File: src/ia_pkg.sv
/*
 * element type, latched GEMM configuration and derived tile geometry
 * of the IA loader
 */
package ia_pkg;

    localparam int REG_W = 32;

    typedef logic signed [15:0] elem_t;   // s16 element fed to the array

    // ==================
    // configuration
    // ==================
    typedef struct packed {
        logic [REG_W-1:0]        k;          // IA rows
        logic [REG_W-1:0]        n;          // IA cols
        logic [REG_W-1:0]        m;          // OA cols setting the sweep count
        logic [REG_W-1:0]        base;       // byte address of IA[0][0]
        logic [REG_W-1:0]        stride;     // row pitch in bytes
        logic signed [REG_W-1:0] zp;         // added to every element
        logic                    use_16bits; // 1 s16, 0 s8
    } ia_cfg_t;

    // tile counts as ceil(x/SIZE)
    typedef struct packed {
        logic [REG_W-1:0] row_tiles;  // tiles per sweep from n
        logic [REG_W-1:0] col_tiles;  // tile rows from k
        logic [REG_W-1:0] loops;      // sweeps per tile row from m
        logic [REG_W-1:0] last_rows;  // valid rows in the last tile row
    } tile_geom_t;

endpackage

File: src/icb_pkg.sv
/*
 * read-bus widths and the command / response payloads of the simplified
 * ICB read channel, shared by the loader and its memory model
 */
package icb_pkg;

    localparam int ADDR_W         = 32;
    localparam int BUS_W          = 32;
    localparam int BYTES_PER_BEAT = BUS_W / 8;

    // read command with len as beats minus one
    typedef struct packed {
        logic              valid;
        logic [ADDR_W-1:0] addr;
        logic [7:0]        len;
    } icb_cmd_t;

    // read response beat with ready on its own wire back
    typedef struct packed {
        logic             valid;
        logic [BUS_W-1:0] rdata;
    } icb_rsp_t;

endpackage

File: src/ia_rsp_unpack.sv
/*
 * read response unpacker, splits each beat into s8 or s16 lanes, adds
 * the zero point with s16 saturation and emits buffer writes
 */
`timescale 1ns/1ps

module ia_rsp_unpack #(
    parameter int SIZE = 16
) (
    input  logic                  clk,
    input  logic                  rst_n,
    input  logic                  loading,
    input  ia_pkg::ia_cfg_t       cfg,
    input  logic [$clog2(SIZE):0] tile_rows,
    input  icb_pkg::icb_rsp_t     rd_rsp,
    output logic                  rsp_ready,
    output logic [icb_pkg::BYTES_PER_BEAT-1:0] wr_en,
    output logic [$clog2(SIZE)-1:0] wr_row,
    output logic [$clog2(SIZE)-1:0] wr_col,
    output ia_pkg::elem_t [icb_pkg::BYTES_PER_BEAT-1:0] wr_data,
    output logic                  tile_loaded
);
    import ia_pkg::*;
    import icb_pkg::*;

    localparam int CW    = $clog2(SIZE);
    localparam int LANES = BYTES_PER_BEAT;

    logic [CW-1:0] beat_cnt, row_cnt, beats_m1;
    logic          hs, last_beat, last_row;

    // sign-extended lane plus zp clamped to s16
    function automatic elem_t sat_add(input logic signed [15:0] v,
                                      input logic signed [REG_W-1:0] zp);
        logic signed [REG_W:0] s;
        s = v + zp;
        if (s > 32767)
            return 16'sh7fff;
        else if (s < -32768)
            return 16'sh8000;
        return s[15:0];
    endfunction

    assign rsp_ready   = loading;
    assign hs          = rd_rsp.valid && loading;
    assign beats_m1    = CW'(((SIZE << cfg.use_16bits) / LANES) - 1);
    assign last_beat   = beat_cnt == beats_m1;
    assign last_row    = {1'b0, row_cnt} == tile_rows - 1'b1;
    assign tile_loaded = hs && last_beat && last_row;
    assign wr_row      = row_cnt;
    assign wr_col      = cfg.use_16bits ? beat_cnt << ($clog2(LANES) - 1)
                                        : beat_cnt << $clog2(LANES);

    always_comb begin
        for (int i = 0; i < LANES; i++) begin
            logic signed [15:0] lane;
            if (cfg.use_16bits)
                lane = rd_rsp.rdata[16*(i % (LANES/2)) +: 16];   // upper lanes unused
            else
                lane = {{8{rd_rsp.rdata[8*i+7]}}, rd_rsp.rdata[8*i +: 8]};
            wr_data[i] = sat_add(lane, cfg.zp);
            wr_en[i]   = hs && (!cfg.use_16bits || i < LANES/2);
        end
    end

    // beat / row position within the tile
    always_ff @(posedge clk or negedge rst_n) begin
        if (!rst_n) begin
            beat_cnt <= '0;
            row_cnt  <= '0;
        end else if (!loading) begin
            beat_cnt <= '0;
            row_cnt  <= '0;
        end else if (hs) begin
            if (last_beat) begin
                beat_cnt <= '0;
                row_cnt  <= last_row ? '0 : row_cnt + 1'b1;
            end else begin
                beat_cnt <= beat_cnt + 1'b1;
            end
        end
    end

endmodule

File: config.mk
export PLATFORM = sky130hd
export DESIGN_NAME = ia_rsp_unpack
export DESIGN_NICKNAME = d
export VERILOG_FILES = /design/src/ia_pkg.sv /design/src/icb_pkg.sv /design/src/ia_rsp_unpack.sv
export SDC_FILE = /design/constraint.sdc
export NUM_CORES = 1
export LEC_CHECK = 0
export BUFFER_PORTS_ARGS = -buffer_cell sky130_fd_sc_hd__buf_2
export CORE_UTILIZATION = 38
export DETAILED_ROUTE_END_ITERATION = 6
export PLACE_DENSITY = 0.66
export SLEW_MARGIN = 20
export SYNTH_ARGS = -nofsm -noshare
export SYNTH_HDL_FRONTEND = slang
export SYNTH_SLANG_ARGS = --single-unit
File: constraint.sdc
create_clock -name clk -period 4.5 [get_ports clk]
set_input_delay 0.225 -clock clk [delete_from_list [all_inputs] [get_ports clk]]
set_output_delay 0.225 -clock clk [all_outputs]
set_load 0.01 [all_outputs]
==> flow_summary.yaml, run 1 <==
status:
  status: "finished clean"
sta:
  timing.fmax_ghz: 0.2287
  slew_viol_final: 0
  whs_ps: 303.8
  slew_headroom_pct: 59.16
  worst_clock_skew_ps: 2.269
  worst_slack_ps: 126.7
  hold_viol_final: 0
  fin_crit_ps: 4373
  finalSetupViolCount: 0
  fin_crit_sh_pct: 97.18
  worstMarginPinSlew_ps: 609.0
  setup_tns_ps: 0
clock_network:
  path_clk_slew_ps: 40
  numCtsBuffers: 3
  clock_latency_ps: 240
  h-tree-depth: 1
  cts_tree: "built"
  cts_max_path_buffers: 2
  cts-root-buf: "clkbuf_16"
  cts_sinks: 8
floorplanning:
  die_area_mm2: 0.02402
  start_util_pct: 39.04
  die_w_um: 155.0
  rows: 55
  die_h_um: 155.0
  io-pin-count: 312
  core_area_mm2: 0.02278
final_layout:
  drive_above_1_share_pct: 27.59
  fillers: 2240
  syn_to_final_growth_pct: 30.21
  multi_input_area_mm2: 0.008687
  antenna_cells: 0
  nNetsFinal: 1897
  seqCellArea_um2: 200.2
  fin_util_pct: 50.83
drt:
  first_iter_violations: 617
  drt-pass1-iter-count: 5
  drt_wl_total_um: 31370
  num_vias: 10680
  ant_nets: 0
  vias_per_cell: 5.806
  drc: 0
  wl_per_cell_um: 17.06
yosys:
  async_reset_ff_share_pct: 100.0
  synth_edf_count: 0
  synth_nets: 1659
  synth_area_per_cell_um2: 6.893
  synth_seq_cells: 8
  yosysUniqueCellTypes: 90
  yosysWarningCount: 0
  syn-instance-count: 1290
  netlist_area_mm2: 0.008892
  seq_area_frac_synth_pct: 2.251
  synthFlopType: "dfrtp_1"
run:
  cap_violations: 0
place:
  gp_congestion: 0.9641
  hpwlAfterDp_um: 25860
  pre_cts_slack_ps: -206.1
  io_buffers: 150
global_routing:
  grt_pass1_vias: 9549
  overflow: 0
  grt_pass1_wl_um: 48080
  grt_max_degree: 18
  grt_util_all_layers_pct: 24.30
  antenna_found_initial: 0
setup_path:
  path_class: "in -> out"
  cp_max_fo: 8
  setup.worst_path.start_class: "input port"
  reg2regPathDepth: 8
  end_kind: "primary output"
  arrival_ps: 4150
  critPathRequiredTime_ps: 4280
hold_path:
  hp-class: "in -> reg"
  min_path_cells: 2
pwr:
  p_leak_nw: 5.375
  power_w: 0.002472
  ir_worst_vdd_mv: 0.2472
  power_density_mw_per_mm2: 213.5
[layout by cell type (no fill, tap or decap), types with 27 or more instances in the layout]
cell type and instances:
inv_1 48, o21ai_0 79, a21o_1 75, nand3_1 27
nand2_1 153, nand4_1 37, o21ai_1 37, buf_4 136
ha_1 118, a21oi_1 123, xor2_1 53, buf_2 146
xnor2_1 64, nor2_1 55
[worst max-delay path: stages]
cell      delay [ps]
buf_6            120
buf_8            150
nand2b_4         160
buf_4            130
nand2_1           60
ha_1             340
a211oi_2         250
o21bai_1         110
a21oi_2          210
o221ai_4         150
buf_6            150
a31oi_4          180
xor2_2           110
or4_4            500
nor4_4           150
nand4_1          170
o41ai_4          360
buf_6            180
buf_12           130
a21o_1           150
buf_2            140
[layout make-up]
cell class	count	share of cell area, %
multi-input cells	1166	75.03
repair buffers	301	17.66
well taps	313	3.382
flip-flops and latches	8	1.729
inverters	48	1.556
clock buffers	3	0.6484
[repair_timing]
action | in CTS | in global routing
pin swaps | 2 | 50
hold endpoints to repair | 8 | 0
hold buffers | 1 | 0
cloned | 0 | 5
gates resized for setup | 12 | 107
buffers inserted | 0 | 17
setup endpoints to repair | 46 | 60
[state kept, by name, indices dropped and copies added, names as in the netlist]
name,count
wr_row,4
beat_cnt,4
[worst paths after layout]
| check | slack [ps] | from | endpoint |
|---|---|---|---|
| worst min register to register | 580 | beat_cnt[3] | beat_cnt[3] |
| worst min-delay path | 300 | loading | beat_cnt[0] |
| worst max-delay path | 130 | cfg[0] | wr_data[30] |
| min in group asynchronous | 370 | rst_n | wr_row[1] |
| worst max register to register | 2510 | wr_row[2] | wr_row[3] |
| max in group asynchronous | 3960 | rst_n | beat_cnt[2] |
[cell usage after synthesis, drive strengths merged (5+ instances only)]
cell type | number | area (um2)
nand3b | 8 | 60.06
and4 | 5 | 43.79
a21o | 79 | 598.1
nand2 | 158 | 593.1
a211oi | 24 | 205.2
and2 | 10 | 62.56
nor2 | 59 | 221.5
o21a | 11 | 82.58
and3 | 11 | 68.82
o2111ai | 6 | 58.80
a31oi | 23 | 165.2
xnor2 | 67 | 586.8
mux2i | 5 | 50.05
ha | 131 | 1639
mux2 | 12 | 135.1
o31a | 8 | 70.07
buf | 17 | 105.1
nor3 | 24 | 120.1
a31o | 6 | 52.55
nor4 | 13 | 87.58
clkbuf | 51 | 192.7
nand2b | 13 | 81.33
a21oi | 132 | 675.7
a2111oi | 5 | 62.56
o21bai | 21 | 161.4
xor2 | 55 | 481.7
nand3 | 29 | 145.1
o21ai | 123 | 619.4
nand4 | 37 | 231.5
nor2b | 18 | 112.6
inv | 48 | 180.2
dfrtp | 8 | 200.2
o211ai | 11 | 87.58
[layer usage]
layer	up-vias	part of all wire, %	global-route usage, %
met5	-	0	0
met4	0	1.8	5.186
li1	5293	-	-
met2	400	44	39.38
met1	4945	46	33.59
met3	39	7.8	3.983
[cells by family after synthesis]
logic type               count (synthesis)  share of synthesized area, %
AO/OA/AOI/OAI                          492                         37.15
AND/OR/NAND/NOR                        399                         21.75
adder cells (fa/ha/maj)                135                         19.33
XOR/XNOR                               122                         12.02
buffers and inverters                  116                         5.375
multiplexers                            17                         2.082
flip-flops                               8                         2.251
other                                    1                       0.04217
[where the power goes]
group / total (W) / switching (W) / internal (W)
Combinational: 0.00224 / 0.00125 / 0.000989
Clock: 0.000153 / 0.0000378 / 0.000115
Sequential: 0.0000761 / 0.00000232 / 0.0000738
Total: 0.00247 / 0.00129 / 0.00118
[through the flow]
step                instances  instance area [um2]
detailed placement       1813                10740
global placement         1813                10740
floorplan                1290                 8896
global route             1839                11580
finish                   1839                11580
CTS                      1817                10860
Note: power is estimated with default switching activity, not from simulation.
==> run 2, diff against run 1 <==
ABC_AREA = 1   (was default)
PLACE_DENSITY = default   (was 0.66)
==> run 2 against run 1 <==
Sequential share of layout area decreased by 0.19 points. Wire length increased by 45%. Global-route usage increased by 4.2 points. Via count increased by 37%. Clock-buffer cell count unchanged. Flip-flop and latch count unchanged. Total power increased by 7.9%. Design area increased by 12%. Cell count increased by 61%. Die area increased by 32%. Core utilization decreased by 8.3 points. Worst setup slack improved by 460 ps.
==> flow_summary.yaml, run 2 <==
status:
  status: "finished clean"
place:
  hpwlAfterDp_um: 39450
  place_inst: 2949
  gp_congestion: 1.059
  io_buffers: 150
  place_area_mm2: 0.01290
  pre_cts_slack_ps: 620.2
yosys:
  synth_seq_cells: 8
  syn-instance-count: 2418
  yosysUniqueCellTypes: 46
  async_reset_ff_share_pct: 100.0
  synth_area_per_cell_um2: 4.873
  synthAdderAreaFrac_pct: 14.59
  synth_edf_count: 0
  synth_xor_area_share_pct: 5.023
  synth_nets: 2787
  synthFlopType: "dfrtp_1"
  synth_top_family_by_area: "simple AND/OR/NAND/NOR gates"
  synth_compound_area_share_pct: 9.037
  synthTopCellsByArea: "nand2_1, inv_1, ha_1, nor2_1, nand3_1"
  yosysWarningCount: 0
  synthMuxAreaShare_pct: 0
  yosys.area.top_type: "nand2_1"
  synth_common_cells: "nand2_1, inv_1, nor2_1, ha_1, nand3_1"
  yosys.area_share.simple_pct: 53.51
  synth_top_area_share_pct: 33.39
  netlist_area_mm2: 0.01178
  synth.most_common_cell: "nand2_1"
  seq_area_frac_synth_pct: 1.699
global_routing:
  grt_pass1_wl_um: 69970
  grt_util_all_layers_pct: 28.49
  grt_pass1_vias: 13330
  overflow: 0
  antenna_found_initial: 0
  grt_max_degree: 35
floorplanning:
  rows: 64
  die_w_um: 178.1
  core_area_mm2: 0.03051
  die_area_mm2: 0.03171
  io-pin-count: 312
  die_h_um: 178.1
  start_util_pct: 38.62
clock_network:
  path_clk_slew_ps: 40
  cts_sinks: 8
  clock_latency_ps: 230
  cts_max_path_buffers: 2
  h-tree-depth: 1
  numCtsBuffers: 3
  cts-root-buf: "clkbuf_16"
  cts_tree: "built"
sta:
  fin_crit_sh_pct: 87.07
  worst_clock_skew_ps: 2.750
  finalSetupViolCount: 0
  hold_viol_final: 0
  slew_headroom_pct: 39.91
  worst_slack_ps: 581.8
  fin_crit_ps: 3918
  grt_setup_unrepaired: "no"
  timing.fmax_ghz: 0.2552
  slew_viol_final: 0
  setup_tns_ps: 0
  worstMarginPinSlew_ps: 895.4
setup_path:
  worstReg2RegStart: "beat_cnt[0]"
  path_class: "in -> out"
  reg2regPathDepth: 9
  cp_slowest_stage_delay_ps: 570
  cp_common_cell: "nand2_1"
  critPathRequiredTime_ps: 4280
  crit_end: "wr_data[19]"
  end_kind: "primary output"
  cp_max_fo: 26
  arrival_ps: 3690
  setup.worst_path.start_class: "input port"
  cp_slowest_cell: "ha_1"
  critPathBufInv: 6
  crit_chain: "buf_2, clkinv_1, buf_4, nand2_1, nand2_1, ha_1, nand2_2, inv_2, a21oi_4, o21bai_1, a21oi_2, nand2_2, a21oi_2, xor2_1, inv_2, nand2_4, nand2_1, nand2_1, buf_2"
  reg2reg_to: "wr_row[2]"
  cp.depth: 19
  r2r_slack_ps: 2670
  cp-startpoint: "cfg[0]"
  cp_top_family: "simple AND/OR/NAND/NOR gates"
hold_path:
  hp-class: "in -> reg"
  min_path_cells: 3
pwr:
  p_leak_nw: 8.234
  ir_worst_vdd_mv: 0.1621
  power_density_mw_per_mm2: 205.3
final_layout:
  antenna_cells: 0
  final_common_cell: "nand2_1"
  drive_above_1_share_pct: 8.565
  nNetsFinal: 2928
  fin_util_pct: 42.57
  layout_common_cells: "nand2_1, inv_1, nor2_1"
  fin_cells: 2953
  syn_to_final_growth_pct: 10.23
  fillers: 3601
  final_area_mm2: 0.01299
drt:
  vias_per_cell: 4.959
  first_iter_violations: 934
  drt-pass1-iter-count: 6
  drt_wl_total_um: 45410
  ant_nets: 0
  wl_per_cell_um: 15.38
  num_vias: 14640
  drc: 0
run:
  cap_violations: 0
==> run 2: cell count changes after synthesis, sizes merged, moves of 13 or more <==
| cell | delta |
|---|---|
| o21ai | -52 |
| nand3 | +107 |
| nand2b | -13 |
| nor2 | +180 |
| a31oi | -23 |
| xnor2 | -62 |
| clkbuf | -44 |
| inv | +410 |
| nor2b | -18 |
| nand2 | +918 |
| a21oi | -37 |
| a21o | -79 |
| a211oi | -23 |
==> run 2: layer usage <==
layer  part of all wire [%]  GRT usage [%]  up-vias
li1                       -              -     7680
met1                     46          36.56     6462
met2                     44          48.12      423
met3                    6.7          4.540       79
met4                    3.6          9.402        0
met5                      0              0        -
==> run 2: cell type report <==
class | instances | area [um2] | area share (%)
Multi-Input combinational cell | 1929 | 9684 | 74.57
Inverter | 460 | 1727 | 13.29
Timing Repair Buffer | 157 | 805.8 | 6.204
Sequential cell | 8 | 200.2 | 1.541
Tap cell | 396 | 495.5 | 3.815
Clock buffer | 3 | 75.07 | 0.5780
==> run 2: where the power goes <==
group          total (W)  internal [W]  switching (W)
Sequential     0.0000836     0.0000775     0.00000609
Combinational    0.00243      0.000803        0.00163
Clock           0.000153      0.000115      0.0000381
==> run 2: kinds of logic after synthesis <==
group                      after synthesis
AOI/OAI and AO/OA                      193
xor gates and xnor gates                65
adders and majority gates              135
buffers and inverters                  481
DFF                                      8
other                                    1
and+or+nand+nor                       1535
==> run 2: timing repair <==
action / CTS / global route
buffers inserted: 0 / 0
endpoints found under the hold margin: 8 / 0
resized for setup: 0 / 0
hold buffers: 1 / 0
==> run 2: how the worst min path moves through the flow <==
stage	from	endpoint	slack, ps
2_1_floorplan	rst_n	beat_cnt[0]	-70
3_3_place_gp	rst_n	wr_row[3]	80
3_5_place_dp	rst_n	wr_row[3]	80
4_1_cts	loading	wr_row[2]	300
6_report	loading	wr_row[2]	300
5_1_grt	loading	wr_row[2]	360
==> run 2: metrics by stage <==
step	power, W	hold slack, ps
2_1_floorplan	0.001768	-70.59
3_3_place_gp	0.002460	76.04
3_5_place_dp	0.002478	81.03
4_1_cts	0.002645	303.0
5_1_grt	0.002969	355.9
6_report	0.002666	303.7
==> run 2: worst min-delay path, stage by stage <==
cell     delay, ps
buf_2          130
nand2_1         80
a21oi_1         60
