<file path="config.mk">
export PLATFORM = sky130hd
export DESIGN_NAME = ia_cfg_regs
export DESIGN_NICKNAME = d
export VERILOG_FILES = /design/src/ia_pkg.sv /design/src/ia_cfg_regs.sv
export SDC_FILE = /design/constraint.sdc
export NUM_CORES = 1
export LEC_CHECK = 0
export ABC_AREA = 1
export BUFFER_PORTS_ARGS = -buffer_cell sky130_fd_sc_hd__buf_4
export CAP_MARGIN = 20
export CORE_AREA = 10 10 193 195
export CTS_CLUSTER_DIAMETER = 40
export DETAILED_ROUTE_END_ITERATION = 6
export DIE_AREA = 0 0 203 205
export PLACE_DENSITY_LB_ADDON = 0.05
export SYNTH_ARGS = -nofsm -noshare
export SYNTH_HDL_FRONTEND = slang
export SYNTH_SLANG_ARGS = --single-unit
</file>
<file path="constraint.sdc">
create_clock -name clk -period 2.45 [get_ports clk]
set_input_delay 0.245 -clock clk [delete_from_list [all_inputs] [get_ports clk]]
set_output_delay 0.245 -clock clk [all_outputs]
set_load 0.01 [all_outputs]
</file>
<file path="src/ia_pkg.sv">
/*
 * element type, latched GEMM configuration and derived tile geometry
 * of the IA loader
 */
package ia_pkg;

    localparam int REG_W = 32;

    typedef logic signed [15:0] elem_t;   // s16 element fed to the array

    // ==================
    // configuration
    // ==================
    typedef struct packed {
        logic [REG_W-1:0]        k;          // IA rows
        logic [REG_W-1:0]        n;          // IA cols
        logic [REG_W-1:0]        m;          // OA cols setting the sweep count
        logic [REG_W-1:0]        base;       // byte address of IA[0][0]
        logic [REG_W-1:0]        stride;     // row pitch in bytes
        logic signed [REG_W-1:0] zp;         // added to every element
        logic                    use_16bits; // 1 s16, 0 s8
    } ia_cfg_t;

    // tile counts as ceil(x/SIZE)
    typedef struct packed {
        logic [REG_W-1:0] row_tiles;  // tiles per sweep from n
        logic [REG_W-1:0] col_tiles;  // tile rows from k
        logic [REG_W-1:0] loops;      // sweeps per tile row from m
        logic [REG_W-1:0] last_rows;  // valid rows in the last tile row
    } tile_geom_t;

endpackage

</file>
<file path="src/ia_cfg_regs.sv">
/*
 * configuration register block, latches cfg_in on an init_cfg pulse
 * while idle and derives the tile geometry with add-and-shift
 */
`timescale 1ns/1ps

module ia_cfg_regs #(
    parameter int SIZE = 16
) (
    input  logic               clk,
    input  logic               rst_n,
    input  logic               init_cfg,
    input  ia_pkg::ia_cfg_t    cfg_in,
    input  logic               busy,
    output ia_pkg::ia_cfg_t    cfg,
    output ia_pkg::tile_geom_t geom,
    output logic               start
);
    import ia_pkg::*;

    localparam int LOG = $clog2(SIZE);

    tile_geom_t geom_d;
    logic       accept;

    assign accept = init_cfg && !busy && !start;  // start pending counts as busy

    always_comb begin
        geom_d.row_tiles = (cfg_in.n + REG_W'(SIZE - 1)) >> LOG;
        geom_d.col_tiles = (cfg_in.k + REG_W'(SIZE - 1)) >> LOG;
        geom_d.loops     = (cfg_in.m + REG_W'(SIZE - 1)) >> LOG;
        // k mod SIZE or a full tile when zero
        geom_d.last_rows = (cfg_in.k[LOG-1:0] == '0) ? REG_W'(SIZE) : REG_W'(cfg_in.k[LOG-1:0]);
    end

    always_ff @(posedge clk or negedge rst_n) begin
        if (!rst_n) begin
            cfg   <= '0;
            geom  <= '0;
            start <= 1'b0;
        end else begin
            start <= accept;        // walker kicks off next cycle
            if (accept) begin
                cfg  <= cfg_in;
                geom <= geom_d;
            end
        end
    end

    // no new configuration while a run is in flight
    a_cfg_idle_only: assert property (@(posedge clk) disable iff (!rst_n)
        init_cfg |-> !busy);

endmodule

</file>
==> flow_results.xml, run 1 <==
<?xml version="1.0" encoding="UTF-8"?>
<metrics>
  <group name="outcome">
    <metric name="outcome" unit="">finished clean</metric>
  </group>
  <group name="clock_network">
    <metric name="cts_tree" unit="">built</metric>
    <metric name="cts-htree-levels" unit="">2</metric>
    <metric name="cts_inserted_buffers" unit="">46</metric>
    <metric name="clock_latency" unit="ns">0.54</metric>
    <metric name="cts_sinks" unit="">283</metric>
    <metric name="cts.path.max_buffers" unit="">3</metric>
    <metric name="holdBufCountCts" unit="">166</metric>
    <metric name="postCtsSetupBuffers" unit="">0</metric>
    <metric name="cts_root_buf" unit="">clkbuf_16</metric>
    <metric name="post_cts_resize_count" unit="">0</metric>
    <metric name="clkSlewWorstSetupHoldPaths" unit="ns">0.05</metric>
  </group>
  <group name="yosys">
    <metric name="synth_sequential_area_ratio" unit="%">53.7</metric>
    <metric name="yosys.cell_types.count" unit="">34</metric>
    <metric name="ys.flop_type" unit="">dfrtp_1</metric>
    <metric name="share_of_flip_flops_with_an_asynchronous_set_or_reset_after_synthesis" unit="%">100</metric>
    <metric name="postSynthCellCount" unit="">1629</metric>
    <metric name="yosys_register_bits" unit="">283</metric>
    <metric name="netlist_area" unit="mm^2">0.0132</metric>
    <metric name="syn_avg_cell_area" unit="um^2">8.09</metric>
    <metric name="synth_edf_count" unit="">0</metric>
    <metric name="synth_warnings" unit="">0</metric>
  </group>
  <group name="worst_hold_path">
    <metric name="hold_end" unit="">geom[35]$_DFFE_PN0P_</metric>
    <metric name="timing.hold.worst_path_depth" unit="">3</metric>
    <metric name="min_from" unit="">cfg_in[104]</metric>
    <metric name="hp-class" unit="">in2reg</metric>
  </group>
  <group name="setup_path">
    <metric name="crit_path_max_incr_delay" unit="ns">0.40</metric>
    <metric name="critical_path_peak_fanout" unit="">123</metric>
    <metric name="critical_path.reg2reg.endpoint" unit="">geom[66]$_DFFE_PN0P_</metric>
    <metric name="worstPathArrival" unit="ns">2.29</metric>
    <metric name="timing.critical_path.required" unit="ns">2.92</metric>
    <metric name="worstReg2RegStart" unit="">start$_DFF_PN0_</metric>
    <metric name="worst_r2r_path_depth" unit="">7</metric>
    <metric name="timing.reg2reg.setup_slack" unit="ns">0.63</metric>
    <metric name="criticalPathCategory" unit="">reg2reg</metric>
    <metric name="timing.critical_path.from_type" unit="">flop</metric>
    <metric name="timing.critical_path.buf_inv" unit="">2</metric>
    <metric name="cp_slowest_cell" unit="">buf_12</metric>
    <metric name="cp_cell_sequence" unit="">inv_1 &gt; nand2_8 &gt; buf_12 &gt; nor2_1 &gt; a21oi_1 &gt; nor2_1 &gt; a21oi_1</metric>
    <metric name="cell_family_with_the_largest_share_of_critical_path_delay" unit="">buffers and inverters</metric>
    <metric name="timing.critical_path.to_type" unit="">flop</metric>
  </group>
  <group name="sta">
    <metric name="highest_clock_rate" unit="GHz">0.550</metric>
    <metric name="fin_setup_tns" unit="ns">0</metric>
    <metric name="slew_headroom" unit="%">53.9</metric>
    <metric name="post-route-worst-setup-slack" unit="ns">0.631</metric>
    <metric name="timing.final.crit_share" unit="%">74.2</metric>
    <metric name="finalCriticalPeriod" unit="ns">1.82</metric>
    <metric name="maxSlewViolCount" unit="">0</metric>
    <metric name="finalHoldViolCount" unit="">0</metric>
    <metric name="finClkSkew" unit="ns">0.0157</metric>
    <metric name="setup_violations" unit="">0</metric>
    <metric name="unrepaired_setup_endpoints_after_global_routing" unit="">false</metric>
    <metric name="slew_of_the_pin_with_the_lowest_slew_margin" unit="ns">0.692</metric>
  </group>
  <group name="global_routing">
    <metric name="grtUsageMet2" unit="%">39.7</metric>
    <metric name="grt_util_met1" unit="%">26.9</metric>
    <metric name="groute.usage.overall" unit="%">23.6</metric>
    <metric name="antenna_found_initial" unit="">5</metric>
    <metric name="grt_start_max_net_pins" unit="">124</metric>
    <metric name="grt_first_pass_wirelength" unit="um">78200</metric>
    <metric name="grt.overflow.total" unit="">0</metric>
    <metric name="first_global_vias" unit="">13600</metric>
    <metric name="global_route.usage.met3" unit="%">9.43</metric>
    <metric name="highest_utilization_routing_layer_at_the_global_route_stage" unit="">met2</metric>
  </group>
  <group name="cells_and_area">
    <metric name="final_layout_size_suffix_gt1_share" unit="%">27.3</metric>
    <metric name="layout_commonest_cell" unit="">nand2_1</metric>
    <metric name="num-nets-final" unit="">2477</metric>
    <metric name="area_growth" unit="%">56.0</metric>
    <metric name="fin_util" unit="%">61.8</metric>
    <metric name="finalInstanceArea" unit="mm^2">0.0206</metric>
    <metric name="layout_common_cells" unit="">nand2_1 (679), buf_4 (488), dfrtp_1 (283), dlygate4sd3_1 (166), nor2_1 (131)</metric>
  </group>
  <group name="power">
    <metric name="share_seq_of_total_power" unit="%">36.1</metric>
    <metric name="power.clock.fraction" unit="%">42.5</metric>
    <metric name="total_power" unit="uW">16200</metric>
    <metric name="max-vdd-ir-drop" unit="V">0.000484</metric>
    <metric name="p_int" unit="uW">11600</metric>
    <metric name="power_density" unit="mW/mm^2">790</metric>
    <metric name="power.static_leakage" unit="uW">0.0107</metric>
    <metric name="power_switching" unit="uW">4660</metric>
    <metric name="combPwrFrac" unit="%">21.4</metric>
    <metric name="p_sw_share" unit="%">28.7</metric>
  </group>
  <group name="route">
    <metric name="detail-route-antenna-nets" unit="">0</metric>
    <metric name="via_total_after_detailed_routing" unit="">13100</metric>
    <metric name="totalWireLength" unit="um">51000</metric>
    <metric name="drt-vias-per-instance" unit="">4.75</metric>
    <metric name="drt_first_iter_violations" unit="">830</metric>
    <metric name="drt_drc_violations_left" unit="">0</metric>
    <metric name="dr.pass1.iters" unit="">5</metric>
    <metric name="detail_route.wl_per_cell" unit="um">18.4</metric>
  </group>
  <group name="place">
    <metric name="gp_congestion" unit="">0.866</metric>
    <metric name="numPortBuffers" unit="">479</metric>
    <metric name="dp.final_hpwl" unit="um">37900</metric>
    <metric name="placed_cell_area" unit="mm^2">0.0172</metric>
    <metric name="place_worst_setup_slack" unit="ns">0.645</metric>
  </group>
  <group name="floorplanning">
    <metric name="fp.dieW" unit="um">203</metric>
    <metric name="design.die.area" unit="mm^2">0.0416</metric>
    <metric name="number_of_top_level_design_ports" unit="">519</metric>
    <metric name="floorplan.rows" unit="">67</metric>
    <metric name="starting_density_of_the_core" unit="%">39.6</metric>
    <metric name="die_y" unit="um">205</metric>
    <metric name="floorplan.core_area" unit="mm^2">0.0333</metric>
  </group>
  <group name="run">
    <metric name="timing.max_cap.violations" unit="">0</metric>
  </group>
</metrics>
==> kinds of logic after synthesis <==
kind of cell | after synthesis | synth area share, %
compound gates | 121 | 5.49
other cells | 1 | 0.0285
flops | 283 | 53.7
simple gates | 1021 | 33.3
buf+inv | 203 | 7.47
==> worst max path at each step <==
stage / from / end / slack [ns] / depth (start not counted)
after detailed placement: init_cfg / geom[66]$_DFFE_PN0P_ / 0.65 / 9
after global routing: start$_DFF_PN0_ / geom[66]$_DFFE_PN0P_ / 0.45 / 7
after global placement: init_cfg / geom[66]$_DFFE_PN0P_ / 0.66 / 9
after floorplan: start$_DFF_PN0_ / cfg[106]$_DFFE_PN0P_ / 1.23 / 7
after CTS: start$_DFF_PN0_ / geom[66]$_DFFE_PN0P_ / 0.68 / 7
final: start$_DFF_PN0_ / geom[66]$_DFFE_PN0P_ / 0.63 / 7
==> cell usage after synthesis (4+ instances only) <==
cell type  number  share of area (%)
o21ai_1         7               0.27
o211ai_1       29                1.7
nand3_1       124                4.7
buf_2          46                1.7
nand2_2        12               0.57
buf_1           4               0.11
nor2_2         10               0.47
nand4_1        29                1.4
nor2_8          4               0.61
o21ai_0        37                1.4
o21a_1         11               0.63
nor3_1          4               0.15
nor2_4         14                1.2
nor2_1        131                3.7
buf_4          42                2.4
inv_1          98                2.8
dfrtp_1       283                 54
clkbuf_1       10               0.28
a21oi_1        32                1.2
nand2_1       679                 19
==> power groups by stage <==
stage | Sequential (uW) | Combinational, uW | Clock, uW
finish | 5860 | 3480 | 6910
global route | 5930 | 3820 | 7250
CTS | 5850 | 3540 | 7030
detailed placement | 5910 | 3300 | 0
floorplan | 6170 | 967 | 0
global placement | 5910 | 3270 | 0
==> flip-flops by register name (all words and copies together), names as in the netlist <==
signal  count
cfg       193
geom       89
start       1
==> layer usage <==
layer | up-vias | routed length (um)
met5 | - | 21
met2 | 473 | 24800
met1 | 6174 | 19500
met4 | 4 | 1610
li1 | 6397 | -
met3 | 89 | 5030
==> tightest hold or removal path, stage by stage <==
cell and delay [ns]:
buf_4 0.10, nand3_1 0.07, o211ai_1 0.08
==> layout make-up <==
cell class | instances | area [um^2]
diodes | 3 | 7.51
fillers | 2912 | 12700
clock buffers | 59 | 1290
well taps | 448 | 561
clock inverters | 26 | 373
multi-input cells | 1181 | 5270
repair buffers | 668 | 5600
flip-flops and latches | 283 | 7080
inverters | 100 | 380
==> per-stage QoR <==
step,hold slack (ns),instances
2_1_floorplan,-0.0506,1667
3_3_place_gp,0.307,2514
3_5_place_dp,0.308,2514
4_1_cts,0.0000589,2765
5_1_grt,0.0200,2767
6_report,0.0118,2768
Power figures use the tool's default switching activity.
==> run 2: changes to the inputs <==
- CORE_AREA: 10 10 193 195 -> 10 10 195 197
- DIE_AREA: 0 0 203 205 -> 0 0 205 207
- clock period: 2.45 -> 1.5 ns (I/O delays scaled with it)
==> run 2 against run 1 <==
  * First-iteration DRC count increased by 8.6%
  * Count of clock-buffer cells in the layout increased by 1
  * Critical path depth unchanged
  * Utilization about the same
  * Die area increased by 2.0%
  * Clock skew decreased by 0.0014 ns
  * Critical path type unchanged
  * Maximum frequency increased by 30%
  * Largest cell class unchanged
  * Critical endpoint is now geom[105]$_DFFE_PN0P_
  * Clock power increased by 56%
  * Global-route usage increased by 0.16 points
==> flow_results.xml, run 2 (synthesized netlist as in run 1, its figures left out) <==
<?xml version="1.0" encoding="UTF-8"?>
<metrics>
  <group name="global_routing">
    <metric name="grt_start_max_net_pins" unit="">60</metric>
    <metric name="antenna_found_initial" unit="">4</metric>
    <metric name="first_global_vias" unit="">14000</metric>
    <metric name="grt_first_pass_wirelength" unit="um">80400</metric>
    <metric name="grt.overflow.total" unit="">0</metric>
    <metric name="groute.usage.overall" unit="%">23.8</metric>
  </group>
  <group name="cells_and_area">
    <metric name="layout_commonest_cell" unit="">nand2_1</metric>
    <metric name="layout_common_cells" unit="">nand2_1 (679), buf_4 (503), dfrtp_1 (283), dlygate4sd3_1 (194), nor2_1 (129)</metric>
    <metric name="multi_input_comb_area" unit="mm^2">0.00528</metric>
    <metric name="area_growth" unit="%">60.0</metric>
    <metric name="regArea" unit="mm^2">0.00708</metric>
    <metric name="number_of_fillers_in_the_final_layout" unit="">2935</metric>
    <metric name="finalInstanceArea" unit="mm^2">0.0211</metric>
    <metric name="reg.largest.list" unit="">cfg: 193 flops, geom: 89 flops, start: 1 flops</metric>
    <metric name="registers.top_by_ff_count" unit="">cfg</metric>
    <metric name="fin_util" unit="%">61.8</metric>
    <metric name="largest_reg_flops" unit="">193</metric>
    <metric name="num-nets-final" unit="">2528</metric>
    <metric name="final_layout_size_suffix_gt1_share" unit="%">27.9</metric>
  </group>
  <group name="power">
    <metric name="combPwrFrac" unit="%">22.4</metric>
    <metric name="max-vdd-ir-drop" unit="V">0.000963</metric>
    <metric name="power_density" unit="mW/mm^2">1240</metric>
    <metric name="share_seq_of_total_power" unit="%">36.6</metric>
    <metric name="power.clock.fraction" unit="%">41.1</metric>
    <metric name="p_sw_share" unit="%">29.2</metric>
    <metric name="power.static_leakage" unit="uW">0.0109</metric>
    <metric name="power_switching" unit="uW">7640</metric>
    <metric name="p_int" unit="uW">18500</metric>
  </group>
  <group name="sta">
    <metric name="hold_slack" unit="ns">0.138</metric>
    <metric name="finalCriticalPeriod" unit="ns">1.40</metric>
    <metric name="maxSlewViolCount" unit="">0</metric>
    <metric name="finalHoldViolCount" unit="">0</metric>
    <metric name="setup_violations" unit="">0</metric>
    <metric name="unrepaired_setup_endpoints_after_global_routing" unit="">false</metric>
    <metric name="highest_clock_rate" unit="GHz">0.712</metric>
    <metric name="timing.final.crit_share" unit="%">93.6</metric>
    <metric name="finClkSkew" unit="ns">0.0144</metric>
  </group>
  <group name="floorplanning">
    <metric name="design.die.area" unit="mm^2">0.0424</metric>
    <metric name="floorplan.rows" unit="">68</metric>
    <metric name="floorplan.core_area" unit="mm^2">0.0341</metric>
    <metric name="number_of_top_level_design_ports" unit="">519</metric>
    <metric name="die_y" unit="um">207</metric>
    <metric name="starting_density_of_the_core" unit="%">38.6</metric>
    <metric name="fp.dieW" unit="um">205</metric>
  </group>
  <group name="setup_path">
    <metric name="critical_path_peak_fanout" unit="">44</metric>
    <metric name="worstReg2RegStart" unit="">start$_DFF_PN0_</metric>
    <metric name="critical_path.reg2reg.endpoint" unit="">geom[105]$_DFFE_PN0P_</metric>
    <metric name="criticalPathCategory" unit="">reg2reg</metric>
    <metric name="timing.reg2reg.setup_slack" unit="ns">0.1</metric>
    <metric name="worstPathArrival" unit="ns">1.85</metric>
    <metric name="timing.critical_path.to_type" unit="">flop</metric>
    <metric name="timing.critical_path.from_type" unit="">flop</metric>
    <metric name="worst_r2r_path_depth" unit="">7</metric>
    <metric name="timing.critical_path.required" unit="ns">1.95</metric>
  </group>
  <group name="route">
    <metric name="detail_route.wl_per_cell" unit="um">18.3</metric>
    <metric name="dr.pass1.iters" unit="">7</metric>
    <metric name="totalWireLength" unit="um">51800</metric>
    <metric name="drt_drc_violations_left" unit="">0</metric>
    <metric name="drt-vias-per-instance" unit="">4.73</metric>
    <metric name="detail-route-antenna-nets" unit="">0</metric>
    <metric name="via_total_after_detailed_routing" unit="">13400</metric>
    <metric name="drt_first_iter_violations" unit="">901</metric>
  </group>
  <group name="place">
    <metric name="placed_cell_area" unit="mm^2">0.0175</metric>
    <metric name="gp_congestion" unit="">0.889</metric>
    <metric name="dp.final_hpwl" unit="um">38200</metric>
    <metric name="numPortBuffers" unit="">479</metric>
  </group>
  <group name="clock_network">
    <metric name="clock_latency" unit="ns">0.56</metric>
    <metric name="cts_sinks" unit="">283</metric>
    <metric name="cts_tree" unit="">built</metric>
    <metric name="cts_inserted_buffers" unit="">46</metric>
    <metric name="cts.path.max_buffers" unit="">3</metric>
    <metric name="cts-htree-levels" unit="">2</metric>
    <metric name="cts_root_buf" unit="">clkbuf_16</metric>
    <metric name="clkSlewWorstSetupHoldPaths" unit="ns">0.06</metric>
  </group>
  <group name="worst_hold_path">
    <metric name="hp-class" unit="">in2async</metric>
  </group>
  <group name="outcome">
    <metric name="outcome" unit="">finished clean</metric>
  </group>
  <group name="run">
    <metric name="timing.max_cap.violations" unit="">0</metric>
  </group>
</metrics>
-- run 2: layer usage --
metal / track usage (%) / routed length (um)
met5: 0 / 7
met4: 9.73 / 1830
met3: 7.35 / 4420
met2: 39.1 / 24900
met1: 28.2 / 20600
-- run 2: worst max path at each step --
| stage | startpoint | slack, ns | cells past startpoint | to |
|---|---|---|---|---|
| after global placement | init_cfg | -0.09 | 10 | geom[105]$_DFFE_PN0P_ |
| final | start$_DFF_PN0_ | 0.1 | 7 | geom[105]$_DFFE_PN0P_ |
| after floorplan | start$_DFF_PN0_ | 0.28 | 7 | cfg[106]$_DFFE_PN0P_ |
| after detailed placement | init_cfg | -0.11 | 9 | geom[101]$_DFFE_PN0P_ |
| after CTS | start$_DFF_PN0_ | 0.02 | 6 | geom[43]$_DFFE_PN0P_ |
| after global routing | start$_DFF_PN0_ | 0.02 | 7 | geom[105]$_DFFE_PN0P_ |
-- run 2: area by class of cell --
type | instances | share of cell area [%]
Clock buffer | 60 | 6.19
Tap cell | 455 | 2.70
Inverter | 100 | 1.82
Multi-Input combinational cell | 1181 | 25.0
Sequential cell | 283 | 33.6
Timing Repair Buffer | 719 | 29.3
Antenna cell | 4 | 0.0475
Clock inverter | 23 | 1.28
-- run 2: power by group through the flow --
stage / Clock (uW) / Sequential (uW) / Combinational [uW]
global placement: 0 / 9650 / 5390
floorplan: 0 / 10100 / 1580
detailed placement: 0 / 9650 / 5450
CTS: 11000 / 9570 / 5910
finish: 10800 / 9570 / 5850
global route: 11300 / 9700 / 6420
-- run 2: critical path, stage by stage, from the launching register on --
cell and delay [ns]:
dfrtp_1 0.36, inv_2 0.07, nand2_8 0.14, buf_16 0.25, buf_12 0.25, nor2_1 0.06, nand2_1 0.06, o211ai_1 0.07
-- run 2: repair_timing --
action / CTS / global route
hold buffers: 194 / 0
endpoints found under the setup margin: 10 / 18
endpoints found under the hold margin: 561 / 0
resized for setup: 1 / 9
cloned: 1 / 1
buffers inserted: 0 / 0
-- run 2: through the flow --
stage / cells / setup TNS [ns] / setup slack (ns) / power, uW
2_1_floorplan: 1667 / 0 / 0.281 / 11700
3_3_place_gp: 2542 / -1.59 / -0.0920 / 15000
4_1_cts: 2820 / 0 / 0.0194 / 26400
5_1_grt: 2822 / 0 / 0.0164 / 27400
6_report: 2825 / 0 / 0.0964 / 26200
3_5_place_dp: 2542 / -2.17 / -0.107 / 15100
==> run 3: changes to the inputs <==
- CELL_PAD_IN_SITES_DETAIL_PLACEMENT: default -> 1
- CELL_PAD_IN_SITES_GLOBAL_PLACEMENT: default -> 1
- CORE_AREA: 10 10 195 197 -> default
- CORE_MARGIN: default -> 10
- CORE_UTILIZATION: default -> 31
- CTS_BUF_LIST: default -> sky130_fd_sc_hd__clkbuf_16
- DIE_AREA: 0 0 205 207 -> default
==> run 3 against run 2 <==
  * Maximum frequency grew 0.91%
  * Non-clock buffer count shrank 8
  * Global-route usage shrank 1.5 points
  * Clock power grew 19%
  * Combinational power grew 2%
  * Critical endpoint is now geom[87]$_DFFE_PN0P_
  * Largest cell class unchanged
  * Largest power group unchanged
==> flow_results.xml, run 3 (synthesized netlist as in run 1, its figures left out) <==
<?xml version="1.0" encoding="UTF-8"?>
<metrics>
  <group name="outcome">
    <metric name="outcome" unit="">finished clean</metric>
  </group>
  <group name="floorplanning">
    <metric name="floorplan.core_area" unit="mm^2">0.0419</metric>
    <metric name="die_y" unit="um">226</metric>
    <metric name="fp.dieW" unit="um">226</metric>
    <metric name="design.die.area" unit="mm^2">0.0512</metric>
    <metric name="number_of_top_level_design_ports" unit="">519</metric>
    <metric name="starting_density_of_the_core" unit="%">31.4</metric>
    <metric name="floorplan.rows" unit="">75</metric>
  </group>
  <group name="global_routing">
    <metric name="grt.overflow.total" unit="">0</metric>
    <metric name="antenna_found_initial" unit="">9</metric>
    <metric name="grt_first_pass_wirelength" unit="um">89700</metric>
    <metric name="grt_start_max_net_pins" unit="">48</metric>
    <metric name="first_global_vias" unit="">15100</metric>
    <metric name="groute.usage.overall" unit="%">22.3</metric>
  </group>
  <group name="clock_network">
    <metric name="cts_inserted_buffers" unit="">56</metric>
    <metric name="cts_root_buf" unit="">clkbuf_16</metric>
    <metric name="cts_sinks" unit="">283</metric>
    <metric name="cts-htree-levels" unit="">2</metric>
    <metric name="clock_latency" unit="ns">0.58</metric>
    <metric name="clkSlewWorstSetupHoldPaths" unit="ns">0.05</metric>
    <metric name="cts_tree" unit="">built</metric>
    <metric name="cts.path.max_buffers" unit="">3</metric>
    <metric name="postCtsSetupBuffers" unit="">0</metric>
  </group>
  <group name="place">
    <metric name="dp_cells" unit="">2619</metric>
    <metric name="placed_cell_area" unit="mm^2">0.0176</metric>
    <metric name="gp_congestion" unit="">0.835</metric>
    <metric name="numPortBuffers" unit="">479</metric>
    <metric name="dp.final_hpwl" unit="um">42800</metric>
  </group>
  <group name="setup_path">
    <metric name="timing.critical_path.from_type" unit="">flop</metric>
    <metric name="timing.critical_path.required" unit="ns">2.00</metric>
    <metric name="timing.reg2reg.setup_slack" unit="ns">0.11</metric>
    <metric name="critical_path_peak_fanout" unit="">26</metric>
    <metric name="criticalPathCategory" unit="">reg2reg</metric>
    <metric name="worstReg2RegStart" unit="">start$_DFF_PN0_</metric>
    <metric name="timing.critical_path.to_type" unit="">flop</metric>
    <metric name="crit_start" unit="">start$_DFF_PN0_</metric>
    <metric name="worstPathArrival" unit="ns">1.89</metric>
  </group>
  <group name="sta">
    <metric name="timing.final.crit_share" unit="%">92.7</metric>
    <metric name="finClkSkew" unit="ns">0.0172</metric>
    <metric name="setup_violations" unit="">0</metric>
    <metric name="unrepaired_setup_endpoints_after_global_routing" unit="">false</metric>
    <metric name="finalHoldViolCount" unit="">0</metric>
    <metric name="highest_clock_rate" unit="GHz">0.719</metric>
    <metric name="finalCriticalPeriod" unit="ns">1.39</metric>
    <metric name="maxSlewViolCount" unit="">0</metric>
  </group>
  <group name="cells_and_area">
    <metric name="layout_common_cells" unit="">nand2_1 (679), buf_4 (492), dfrtp_1 (283), dlygate4sd3_1 (194), nor2_1 (129)</metric>
    <metric name="layout_commonest_cell" unit="">nand2_1</metric>
    <metric name="reg.largest.list" unit="">cfg: 193 flops, geom: 89 flops, start: 1 flops</metric>
    <metric name="largest_reg_flops" unit="">193</metric>
    <metric name="final_layout_size_suffix_gt1_share" unit="%">27.9</metric>
    <metric name="number_of_fillers_in_the_final_layout" unit="">4898</metric>
    <metric name="finalInstanceArea" unit="mm^2">0.0215</metric>
    <metric name="regArea" unit="mm^2">0.00708</metric>
    <metric name="area_growth" unit="%">63.2</metric>
    <metric name="multi_input_comb_area" unit="mm^2">0.00528</metric>
    <metric name="fin_util" unit="%">51.3</metric>
    <metric name="final_cell_count_no_fill" unit="">2922</metric>
    <metric name="num-nets-final" unit="">2530</metric>
    <metric name="registers.top_by_ff_count" unit="">cfg</metric>
  </group>
  <group name="power">
    <metric name="power_density" unit="mW/mm^2">1320</metric>
    <metric name="max-vdd-ir-drop" unit="V">0.000974</metric>
    <metric name="power.static_leakage" unit="uW">0.0111</metric>
    <metric name="total_power" unit="uW">28300</metric>
  </group>
  <group name="worst_hold_path">
    <metric name="hp-class" unit="">in2async</metric>
  </group>
  <group name="route">
    <metric name="detail-route-antenna-nets" unit="">0</metric>
    <metric name="detail_route.wl_per_cell" unit="um">19.8</metric>
    <metric name="totalWireLength" unit="um">57900</metric>
    <metric name="drt_drc_violations_left" unit="">0</metric>
    <metric name="via_total_after_detailed_routing" unit="">13500</metric>
    <metric name="dr.pass1.iters" unit="">5</metric>
    <metric name="drt-vias-per-instance" unit="">4.63</metric>
    <metric name="drt_first_iter_violations" unit="">726</metric>
  </group>
  <group name="run">
    <metric name="timing.max_cap.violations" unit="">0</metric>
  </group>
</metrics>
-- run 3: changes by cell type in the layout (fill, tap and decap cells not counted), sizes merged --
| cell | before | now |
|---|---|---|
| buf | 523 | 516 |
| bufinv | 4 | 10 |
| clkbuf | 61 | 57 |
| clkinv | 10 | 21 |
| clkinvlp | 4 | 9 |
| diode | 4 | 6 |
-- run 3: critical path, stage by stage, from the launching register on --
cell	delay, ns
dfrtp_1	0.38
inv_2	0.10
nand2_8	0.11
buf_12	0.19
buf_12	0.16
nor2_1	0.16
nand3_1	0.11
nand3_1	0.10
-- run 3: final cells by class --
cell class	instances	share of cell area, %
Sequential cell	283	32.9
Timing Repair Buffer	711	28.6
Clock buffer	57	6.63
Inverter	100	1.80
Multi-Input combinational cell	1181	24.6
Antenna cell	6	0.0698
Tap cell	539	3.14
Clock inverter	45	2.28
-- run 3: per-layer routing --
| layer | routed length (um) | global-route usage, % | part of all wire [%] |
|---|---|---|---|
| met4 | 2020 | 8.68 | 3.5 |
| met1 | 23100 | 25.8 | 40 |
| met3 | 4160 | 7.13 | 7.2 |
| met2 | 28600 | 37.8 | 49 |
| met5 | 32 | 0 | 0.055 |
-- run 3: worst paths after layout --
kind / cells after the start / endpoint
max: 7 / geom[87]$_DFFE_PN0P_
min: 2 / cfg[188]$_DFFE_PN0P_
max reg2reg: 7 / geom[87]$_DFFE_PN0P_
min reg2reg: 2 / cfg[14]$_DFFE_PN0P_
max in group asynchronous: 3 / cfg[115]$_DFFE_PN0P_
min in group clk: 6 / geom[53]$_DFFE_PN0P_
-- run 3: report_power, final --
| part | switching, uW | internal [uW] | total, uW |
|---|---|---|---|
| clock network | 4220 | 8550 | 12800 |
| logic | 3100 | 2880 | 5980 |
| registers | 756 | 8820 | 9570 |
| total | 8080 | 20200 | 28300 |
-- run 3: stage by stage --
stage	hold WS (ns)	worst slack (ns)	TNS, ns
final	0.0706	0.109	0
after global routing	0.0762	0.000405	0
after CTS	0.0441	0.0508	0
after detailed placement	0.0617	-0.0363	-0.0809
after global placement	0.0634	-0.0226	-0.0398
after floorplan	-0.146	0.281	0
-- run 3: timing repair --
item,in CTS,in global routing
cloned,1,0
hold buffers,194,0
endpoints found under the setup margin,7,60
hold endpoints to repair,561,0
gates resized for setup,1,9
